File: config.mk
export PLATFORM = sky130hd
export DESIGN_NAME = scannerTop
export DESIGN_NICKNAME = d
export VERILOG_FILES = /design/src/design/frameCmdPkg.sv /design/src/design/scanPkg.sv /design/src/design/scannerTop.sv /design/src/design/frameSerializer.sv /design/src/design/scanControl.sv
export SDC_FILE = /design/constraint.sdc
export NUM_CORES = 1
export LEC_CHECK = 0
export BUFFER_PORTS_ARGS = -buffer_cell sky130_fd_sc_hd__buf_2
export CAP_MARGIN = 15
export CELL_PAD_IN_SITES_DETAIL_PLACEMENT = 1
export CELL_PAD_IN_SITES_GLOBAL_PLACEMENT = 2
export CORE_ASPECT_RATIO = 1.4
export CORE_MARGIN = 2
export CORE_UTILIZATION = 39
export DETAILED_ROUTE_END_ITERATION = 7
export HOLD_SLACK_MARGIN = 0.02
export MAX_ROUTING_LAYER = met4
export PLACE_DENSITY_LB_ADDON = 0.1
export SYNTH_ARGS = -nofsm -noshare
export SYNTH_HDL_FRONTEND = slang
export SYNTH_HIERARCHICAL = 1
export SYNTH_SLANG_ARGS = --single-unit
File: constraint.sdc
create_clock -name clk -period 3.4 [get_ports clk]
set_clock_uncertainty 0.05 [all_clocks]
set_input_delay 0.68 -clock clk [delete_from_list [all_inputs] [get_ports clk]]
set_output_delay 0.68 -clock clk [all_outputs]
set_load 0.05 [all_outputs]
File: src/design/frameCmdPkg.sv
package frameCmdPkg;

	// One byte on the serial line, sent MSB first
	typedef logic [7:0] frameByte_t;

	// Command codes understood by the output driver
	localparam frameByte_t CMD_READY_XFER = 8'd2; // Sent at FILL_WARN
	localparam frameByte_t CMD_START_SCAN = 8'd3; // Sent at FILL_NEAR
	localparam frameByte_t CMD_FULL       = 8'd4; // Sent at FILL_FULL
	localparam frameByte_t CMD_DATA_XFER  = 8'd7; // Followed by a data byte

	// Two-bit peer link between the two scanner nodes
	typedef logic [1:0] linkCode_t;

	// Codes seen on the peer link
	localparam linkCode_t LINK_START     = 2'b01; // Begin a scan
	localparam linkCode_t LINK_PEER_HALF = 2'b10; // Other buffer is half full

endpackage : frameCmdPkg

File: src/design/scanPkg.sv
package scanPkg;

	// Controller states
	typedef enum logic [1:0] {
		IDLE     = 2'b00, // Waiting for a start code on the peer link
		ACTIVE   = 2'b01, // Filling the scan buffer
		STANDBY  = 2'b10, // Buffer full and downstream not ready yet
		TRANSFER = 2'b11  // Sending the fill level downstream
	} scanState_t;

	// Simulated scan buffer fill count, one step per slow tick
	typedef logic [3:0] fillLevel_t;

	// Fill thresholds that trigger a command to the output driver
	localparam fillLevel_t FILL_WARN = 4'd7; // 80 percent
	localparam fillLevel_t FILL_NEAR = 4'd8; // 90 percent
	localparam fillLevel_t FILL_FULL = 4'd9; // 100 percent where the scan stops

endpackage : scanPkg
File: src/design/scannerTop.sv
`timescale 1ns/1ps

module scannerTop #(
	parameter int unsigned SLOW_DIV = 16 // Clock cycles per slow tick, at least 10
) (
	input  logic                  clk,
	input  logic                  rst,
	input  frameCmdPkg::linkCode_t peerLink,
	input  logic                  readyForTransfer,
	output logic                  clkOut,
	output logic                  dataOut,
	output logic                  scanBusy
);

	import frameCmdPkg::*;

	logic       sendReq;
	frameByte_t sendCmd;
	frameByte_t sendData;
	logic       sendWithData;
	logic       busy;
	logic       done;

	scanControl #(
		.SLOW_DIV(SLOW_DIV)
	) u_scanControl (
		.clk(clk),
		.rst(rst),
		.peerLink(peerLink),
		.readyForTransfer(readyForTransfer),
		.busy(busy),
		.done(done),
		.sendReq(sendReq),
		.sendCmd(sendCmd),
		.sendData(sendData),
		.sendWithData(sendWithData),
		.scanBusy(scanBusy)
	);

	frameSerializer u_frameSerializer (
		.clk(clk),
		.rst(rst),
		.sendReq(sendReq),
		.sendCmd(sendCmd),
		.sendData(sendData),
		.sendWithData(sendWithData),
		.busy(busy),
		.done(done),
		.clkOut(clkOut),
		.dataOut(dataOut)
	);

endmodule : scannerTop

File: src/design/frameSerializer.sv
`timescale 1ns/1ps

module frameSerializer (
	input  logic                   clk,
	input  logic                   rst,
	input  logic                   sendReq,
	input  frameCmdPkg::frameByte_t sendCmd,
	input  frameCmdPkg::frameByte_t sendData,
	input  logic                   sendWithData,
	output logic                   busy,
	output logic                   done,
	output logic                   clkOut,
	output logic                   dataOut
);

	localparam logic [4:0] BITS_CMD  = 5'd8;
	localparam logic [4:0] BITS_DATA = 5'd16;

	logic [15:0] shiftReg; // Command byte in the upper half
	logic [4:0]  bitCnt;   // Bits still to send, counting the current one

	// Control state
	always_ff @(posedge clk) begin
		if (rst) begin
			busy <= 1'b0;
			done <= 1'b0;
			bitCnt <= '0;
		end else begin
			done <= 1'b0;
			if (sendReq && !busy) begin
				busy <= 1'b1;
				bitCnt <= sendWithData ? BITS_DATA : BITS_CMD;
			end else if (busy) begin
				bitCnt <= bitCnt - 1'b1;
				if (bitCnt == 5'd1) begin
					busy <= 1'b0; // Last bit is on the line now
					done <= 1'b1;
				end
			end
		end
	end

	// Payload shifter
	always_ff @(posedge clk) begin
		if (sendReq && !busy) begin
			shiftReg <= {sendCmd, sendWithData ? sendData : 8'h00};
		end else if (busy) begin
			shiftReg <= {shiftReg[14:0], 1'b0}; // MSB first
		end
	end

	// Strobe is high for every cycle that holds a valid bit
	assign clkOut = busy;
	assign dataOut = busy & shiftReg[15];

endmodule : frameSerializer

File: src/design/scanControl.sv
`timescale 1ns/1ps

module scanControl #(
	parameter int unsigned SLOW_DIV = 16
) (
	input  logic                   clk,
	input  logic                   rst,
	input  frameCmdPkg::linkCode_t  peerLink,
	input  logic                   readyForTransfer,
	input  logic                   busy,
	input  logic                   done,
	output logic                   sendReq,
	output frameCmdPkg::frameByte_t sendCmd,
	output frameCmdPkg::frameByte_t sendData,
	output logic                   sendWithData,
	output logic                   scanBusy
);

	import scanPkg::*;
	import frameCmdPkg::*;

	localparam int unsigned TICK_W = $clog2(SLOW_DIV);
	localparam logic [TICK_W-1:0] TICK_LAST = TICK_W'(SLOW_DIV - 1);

	logic [TICK_W-1:0] tickCnt;
	logic              tick;
	scanState_t        state;
	fillLevel_t        fill;
	fillLevel_t        fillNext;
	logic              xferSent; // Data frame already requested in this TRANSFER

	// Slow divider that paces the fill counter against the bit clock
	always_ff @(posedge clk) begin
		if (rst) begin
			tickCnt <= '0;
		end else if (tick) begin
			tickCnt <= '0;
		end else begin
			tickCnt <= tickCnt + 1'b1;
		end
	end

	assign tick = (tickCnt == TICK_LAST);
	assign fillNext = fill + 1'b1;

	// Command request decode
	// Requests go out in the same cycle as the tick so the
	// first bit lands one cycle later
	always_comb begin
		sendReq = 1'b0;
		sendCmd = CMD_READY_XFER;
		sendData = '0;
		sendWithData = 1'b0;
		case (state)
			ACTIVE: begin
				if (tick && !busy) begin
					case (fillNext)
						FILL_WARN: begin
							sendReq = 1'b1;
							sendCmd = CMD_READY_XFER;
						end
						FILL_NEAR: begin
							sendReq = 1'b1;
							sendCmd = CMD_START_SCAN;
						end
						FILL_FULL: begin
							sendReq = 1'b1;
							sendCmd = CMD_FULL;
						end
						default: begin
							sendReq = 1'b0; // Below the warning level
						end
					endcase
				end
			end
			TRANSFER: begin
				// Waits out a CMD_FULL frame still on the line
				if (!busy && !xferSent) begin
					sendReq = 1'b1;
					sendCmd = CMD_DATA_XFER;
					sendData = frameByte_t'(fill); // Zero-extended fill level
					sendWithData = 1'b1;
				end
			end
			default: begin
				sendReq = 1'b0;
			end
		endcase
	end

	// Scanner FSM and fill counter
	always_ff @(posedge clk) begin
		if (rst) begin
			state <= IDLE;
			fill <= '0;
			xferSent <= 1'b0;
		end else begin
			case (state)
				IDLE: begin
					if (tick && peerLink == LINK_START) begin
						state <= ACTIVE;
						fill <= '0;
					end
				end
				ACTIVE: begin
					if (tick) begin
						fill <= fillNext; // Stand-in for real scan data
						if (fillNext == FILL_FULL) begin
							state <= readyForTransfer ? TRANSFER : STANDBY;
						end
					end
				end
				STANDBY: begin
					if (tick && (readyForTransfer || peerLink == LINK_PEER_HALF)) begin
						state <= TRANSFER;
					end
				end
				TRANSFER: begin
					if (sendReq) begin
						xferSent <= 1'b1;
					end
					// Only the done of the data frame ends the transfer
					if (done && xferSent) begin
						state <= IDLE;
						fill <= '0;
						xferSent <= 1'b0;
					end
				end
				default: begin
					state <= IDLE;
				end
			endcase
		end
	end

	assign scanBusy = (state != IDLE);

endmodule : scanControl

==> key figures, run 1 <==
Synth
  – Synth Instances: 214
  – Netlist cell types: just over 50
  – Netlist Area Pre-Place: approximately 0.0020 mm2
  – Seq cells post-synth: 34
  – Synth top area share: about a quarter
  – Ys flop type: dfxtp_1
  – Top cells by area, synth: edfxtp_1, dfxtp_1, nand2_1
  – Largest family of logic cells by synthesized area: simple AND/OR/NAND/NOR gates
  – Post-synth EDFFs: 16
  – Syn avg cell area: slightly above 9 um2
  – Synth top cells by count: nand2_1, dfxtp_1, edfxtp_1
  – Mux cell area share after synthesis: 1.515%
  – Top-count cell post-synth: nand2_1
  – Sequential share of the synthesized area: a little over two fifths
  – Post-Synth XOR/XNOR Area: less than 1%
  – Top cell type by total area after synthesis: edfxtp_1
  – Synth Area in Compound Gates: 12.56%
  – Yosys warns: 6
  – Async S/R FF share, synth: 0%
  – Simple-Gate Fraction of Synth Area: between 20 and 30%
  – Post-Synth Adder-Cell Area: 6.944%

Critical path
  – FF-to-FF setup slack: around 580 ps
  – Crit Path Max Fanout: 16
  – CP bufs+invs: 1
  – CP startpoint kind: flip-flop
  – Crit-path max cell delay: approximately 540 ps
  – Kind of critical path: reg2reg
  – Worst EP arrival: approximately 2700 ps
  – Critical path's top delay family: simple AND/OR/NAND/NOR gates
  – CP required: approximately 3300 ps
  – CP cell instances: ha_1 -> or4b_1 -> a31o_1 -> o21bai_1 -> nor2_2 -> inv_1
  – Critical-path top delay cell: or4b_1
  – Critical path capture point type: flip-flop

Route
  – DRC: 0
  – DR WL/cell: roughly 14 um
  – Final WL: 3.932 mm
  – Violation count after the first detailed-route iteration: 53
  – 1st-pass router iterations: 4
  – Via density: ~5.1
  – Via count: roughly 1.5k
  – ANT nets after route: 0

Timing
  – Setup TNS: 0 ps
  – Setup-failing EPs final: 0
  – Fin crit period: 2822 ps
  – RSZ-0062 raised after global routing: false
  – Slew @ Worst Pin: between 500 and 600 ps
  – Final Max Slew Viols: 0
  – Final hold viol count: 0
  – Fmax: around 0.35 GHz
  – Max transition margin: 60.40%
  – Crit share post-route: between 80 and 90%

Outcome
  – Status: finished clean

Floorplanning
  – Die Ht: slightly below 90 um
  – Die area: ~0.0057 mm2
  – Row cnt: 30
  – Core Region: just under 0.005 mm2
  – DIE WIDTH: roughly 64 um
  – Starting Density: roughly two fifths
  – IO Count: 8

CTS
  – CTS max path bufs: 2
  – CTS tree: built
  – Post-CTS Resized: 0
  – Clk slew on worst S/H paths: 70 ps
  – # clock sinks: 34
  – Hold_buf cts: 0
  – Setup Buffers After CTS: 0
  – Htree depth: 2
  – CTS root buffer: clkbuf_8
  – Clk_lat worst skew: ~280 ps
  – Total clock buffers created by CTS: 5

Pwr
  – Max VDD drop: about 210 uV
  – Leakage: 0.8418 nW
  – Pwr/cell area: 361.6 mW/mm2
  – Final Power: around 0.76 mW

Global routing
  – Pin count of the biggest net entering global routing: 19
  – Initial antenna violation count: 0
  – First-pass GRT wire length: approximately 7.1 mm
  – Total grt overflow: 0
  – GRT Total Usage: 16.71%
  – Vias in the first global route: around 1.5k

Final layout
  – NumNets Final: 235
  – Area of the multi-input gates: approximately 1000 um2
  – Antenna diodes: 0
  – Fillers: between 500 and 600
  – Share of layout cells above drive strength 1: around 12%
  – Layout area overhead: 5.682%
  – Storage cell area: about 840 um2
  – Core Util, Final: between 40% and 50%

Flow run
  – Max cap viols: 0

Min path
  – Hold crit path type: reg2reg

Place
  – Placer congestion estimate: about 0.76
  – Port Buf Inserts: 7
  – DP HPWL: approximately 3.0 mm
==> logic make-up (layout without fill, tap and decap cells) <==
| family | Yosys count | in the layout |
|---|---|---|
| compound gates | 33 | 33 |
| xor+xnor | 1 | 1 |
| fa+ha+maj | 11 | 11 |
| buf+inv | 28 | 26 |
| flops | 34 | 34 |
| mux | 3 | 3 |
| other cells | 1 | 9 |
| simple gates | 103 | 103 |
==> through the flow <==
stage                     setup WS, ps  instance area [um2]  hold WS (ps)  cells
after floorplan                  874.3                 2012         390.1    222
after global placement           635.1                 1999         401.4    276
after detailed placement         560.2                 1999         440.8    276
after CTS                        551.3                 2095         453.1    284
after global routing             355.9                 2095         493.3    284
final                            577.9                 2095         459.0    284
==> sequential cells by signal, indices dropped and copies added (netlist names) <==
signal / count
u_frameSerializer/bitCnt: 5
u_frameSerializer/busy: 1
u_frameSerializer/done: 1
u_frameSerializer/shiftReg: 16
u_scanControl/fill: 4
u_scanControl/state: 2
u_scanControl/tickCnt: 4
u_scanControl/xferSent: 1
==> worst register-to-register path: cells and delay by family (launching register included) <==
kind            cells  cell delay, ps
simple gates        2             680
compound gates      2             520
buf+inv             1             480
flops               1             400
fa+ha+maj           1             320
==> routing by layer <==
layer  global-route usage [%]  wire [um]
met2                    30.59       2107
met3                    3.435         71
met1                    17.61       1684
met5                        -          0
met4                    6.383         68
==> power by group <==
| part | switching, mW | internal (mW) |
|---|---|---|
| Combinational | 0.00840 | 0.00624 |
| Clock | 0.150 | 0.163 |
| Sequential | 0.00295 | 0.427 |
| Total | 0.161 | 0.596 |
==> area by class of cell <==
cell class                 count  area share (%)
clock buffer                   6           3.943
tap                           64           3.823
timing repair buffer           9           2.389
multi-input combinational    160           47.49
inverter                       9           1.613
clock inverter                 2          0.5974
sequential                    34           40.14
==> worst paths after layout <==
kind | cells after the start | startpoint | end
worst max-delay path | 6 | u_scanControl/fill[1]$_SDFFE_PP0P_ | u_frameSerializer/shiftReg[1]$_DFFE_PP_
worst min-delay path | 1 | u_scanControl/tickCnt[3]$_SDFF_PP0_ | u_scanControl/tickCnt[3]$_SDFF_PP0_
worst max register to register | 6 | u_scanControl/fill[1]$_SDFFE_PP0P_ | u_frameSerializer/shiftReg[1]$_DFFE_PP_
worst min register to register | 1 | u_scanControl/tickCnt[3]$_SDFF_PP0_ | u_scanControl/tickCnt[3]$_SDFF_PP0_
==> cell usage in the layout (no fill, tap or decap), types with 2 or more instances in the layout <==
master	instances
a21oi_1	6
a31oi_1	3
a221oi_2	2
nor3_1	4
and2_1	5
clkbuf_8	6
nor2b_1	5
nor2_1	12
nand2_1	44
conb_1	9
ha_1	11
inv_1	9
dfxtp_1	18
nand3b_1	6
nor3b_1	2
buf_2	7
edfxtp_1	16
a21o_1	3
o21ai_0	5
mux2i_1	3
o211ai_1	2
nand3_1	9
and3_1	2
nand2b_1	2
buf_4	2
Note: power is estimated with default switching activity, not from simulation.
==> run 2: changes to the inputs <==
- clock period: 3.4 -> 2.8 ns (I/O delays scaled with it)
==> run 2 against run 1 <==
Largest power group unchanged. Final area increased by 1.7%. Utilization increased by 0.72 points. Cell count increased by 1.1%. Critical path depth increased by 1. Routed wire length increased by 1.9%.
==> key figures, run 2 (synthesized netlist as in run 1, its figures left out) <==
Place
  – Worst slack, placed: 17.51 ps
  – Placer congestion estimate: approximately 0.73
  – Port Buf Inserts: 7
  – DP HPWL: a little under 3 mm

Timing
  – Fin crit period: 2519 ps
  – Final Max Slew Viols: 0
  – Crit share post-route: approximately nine tenths
  – Final hold viol count: 0
  – RSZ-0062 raised after global routing: false
  – Final WS setup: between 200 and 300 ps
  – Setup TNS: 0 ps
  – Setup-failing EPs final: 0
  – Fmax: about 0.40 GHz

CTS
  – Post-CTS Resized: 0
  – Total clock buffers created by CTS: 5
  – Setup Buffers After CTS: 0
  – CTS tree: built
  – Clk slew on worst S/H paths: 70 ps
  – Hold_buf cts: 0
  – CTS max path bufs: 2
  – # clock sinks: 34
  – CTS root buffer: clkbuf_8
  – Htree depth: 2
  – Clk_lat worst skew: around 280 ps

Critical path
  – Critical path capture point type: flip-flop
  – Crit-path max cell delay: between 500 and 600 ps
  – CP cell instances: ha_1 -> or4b_1 -> a31o_1 -> o21bai_2 -> nor2_2 -> inv_1 -> buf_4
  – Worst setup path start: u_scanControl/fill[1]$_SDFFE_PP0P_
  – CP startpoint kind: flip-flop
  – Worst EP arrival: 2450 ps
  – Crit Path Max Fanout: 16
  – Worst r2r src: u_scanControl/fill[1]$_SDFFE_PP0P_
  – Kind of critical path: reg2reg
  – Critical-path top delay cell: or4b_1
  – R2R depth: 7
  – CP required: about 2700 ps

Pwr
  – Pwr/cell area: ~450 mW/mm2
  – Flop pwr share: a little under three fifths
  – Logic pwr share: roughly 1.8%
  – Leakage: about 0.87 nW
  – P_int: 0.7566 mW
  – Sw Share: around a fifth
  – Max VDD drop: about 240 uV
  – Psw: ~0.19 mW
  – Clock power frac: a little over two fifths

Global routing
  – Vias in the first global route: around 1.5k
  – GRT Total Usage: approximately 17%
  – Total grt overflow: 0
  – Pin count of the biggest net entering global routing: 19
  – First-pass GRT wire length: 7.120 mm
  – Initial antenna violation count: 0

Floorplanning
  – Starting Density: between 40% and 50%
  – Die area: roughly 0.0057 mm2
  – DIE WIDTH: between 60 and 70 um
  – IO Count: 8
  – Core Region: a little under 0.005 mm2
  – Die Ht: between 80 and 90 um
  – Row cnt: 30

Flow run
  – Max cap viols: 0

Final layout
  – NumNets Final: 238
  – Core Util, Final: a little over two fifths
  – Regs by FF count: u_frameSerializer/shiftReg: 16 flops, u_frameSerializer/bitCnt: 5 flops
  – Reg with most FFs: u_frameSerializer/shiftReg
  – Most frequent cells in the layout: nand2_1, dfxtp_1, edfxtp_1
  – Commonest non-fill, non-tap cell in the layout: nand2_1
  – Layout area overhead: 7.449%
  – Max reg flops: 16
  – Antenna diodes: 0
  – Share of layout cells above drive strength 1: 13.45%

Min path
  – Origin of the worst min-delay path: u_scanControl/tickCnt[3]$_SDFF_PP0_
  – Hold crit path type: reg2reg
  – Hold path cells: 1

Route
  – ANT nets after route: 0
  – Via count: roughly 1.5k
  – 1st-pass router iterations: 4
  – Violation count after the first detailed-route iteration: 21
  – DR WL/cell: 13.95 um
  – DRC: 0
  – Via density: 5.056
  – Final WL: around 4 mm

Outcome
  – Status: finished clean
## run 2: cell types whose count changed in the layout (fill, tap and decap cells not counted), sizes merged
cell / change
clkinvlp: -1
clkinv: -1
clkbuf: +2
buf: +3
## run 2: per-layer routing
layer	vias up	track usage, %	wire length, um
met3	6	3.435	80
met4	0	6.383	70
met5	-	-	0
li1	734	-	-
met2	16	29.55	2106
met1	695	18.17	1748
## run 2: power by group through the flow
| stage | Combinational (mW) | Clock, mW | Sequential (mW) |
|---|---|---|---|
| after global placement | 0.0161 | 0 | 0.533 |
| after CTS | 0.0178 | 0.428 | 0.522 |
| final | 0.0174 | 0.409 | 0.522 |
| after global routing | 0.0210 | 0.447 | 0.523 |
| after floorplan | 0.0195 | 0 | 0.533 |
| after detailed placement | 0.0177 | 0 | 0.534 |
## run 2: area by class of cell
cell class	count	area (um2)
Clock buffer	8	101.3
Fill cell	605	2750
Inverter	9	33.78
Multi-Input combinational cell	160	1001
Sequential cell	34	840.8
Tap cell	64	80.08
Timing Repair Buffer	12	72.57
## run 2: final timing paths
kind                                                  end  slack, ps
setup / recovery  u_frameSerializer/shiftReg[2]$_DFFE_PP_        280
hold / removal        u_scanControl/tickCnt[3]$_SDFF_PP0_        430
setup reg to reg  u_frameSerializer/shiftReg[2]$_DFFE_PP_        280
hold reg to reg       u_scanControl/tickCnt[3]$_SDFF_PP0_        430
## run 2: worst max-delay path: cells and delay by family, from the launching register on
kind,cells,cell delay [ps]
buffers and inverters,2,300
AO/OA/AOI/OAI,2,460
adder cells (fa/ha/maj),1,320
flip-flops,1,400
AND/OR/NAND/NOR,2,680
## run 2: stage by stage
stage               total power, mW  instances  hold WS (ps)  cell area [um2]
global placement             0.5488        279         401.3             2022
CTS                          0.9685        287         433.0             2123
global route                 0.9909        287         466.3             2130
floorplan                    0.5520        222         390.1             2012
finish                       0.9493        287         427.8             2130
detailed placement           0.5514        279         422.0             2022
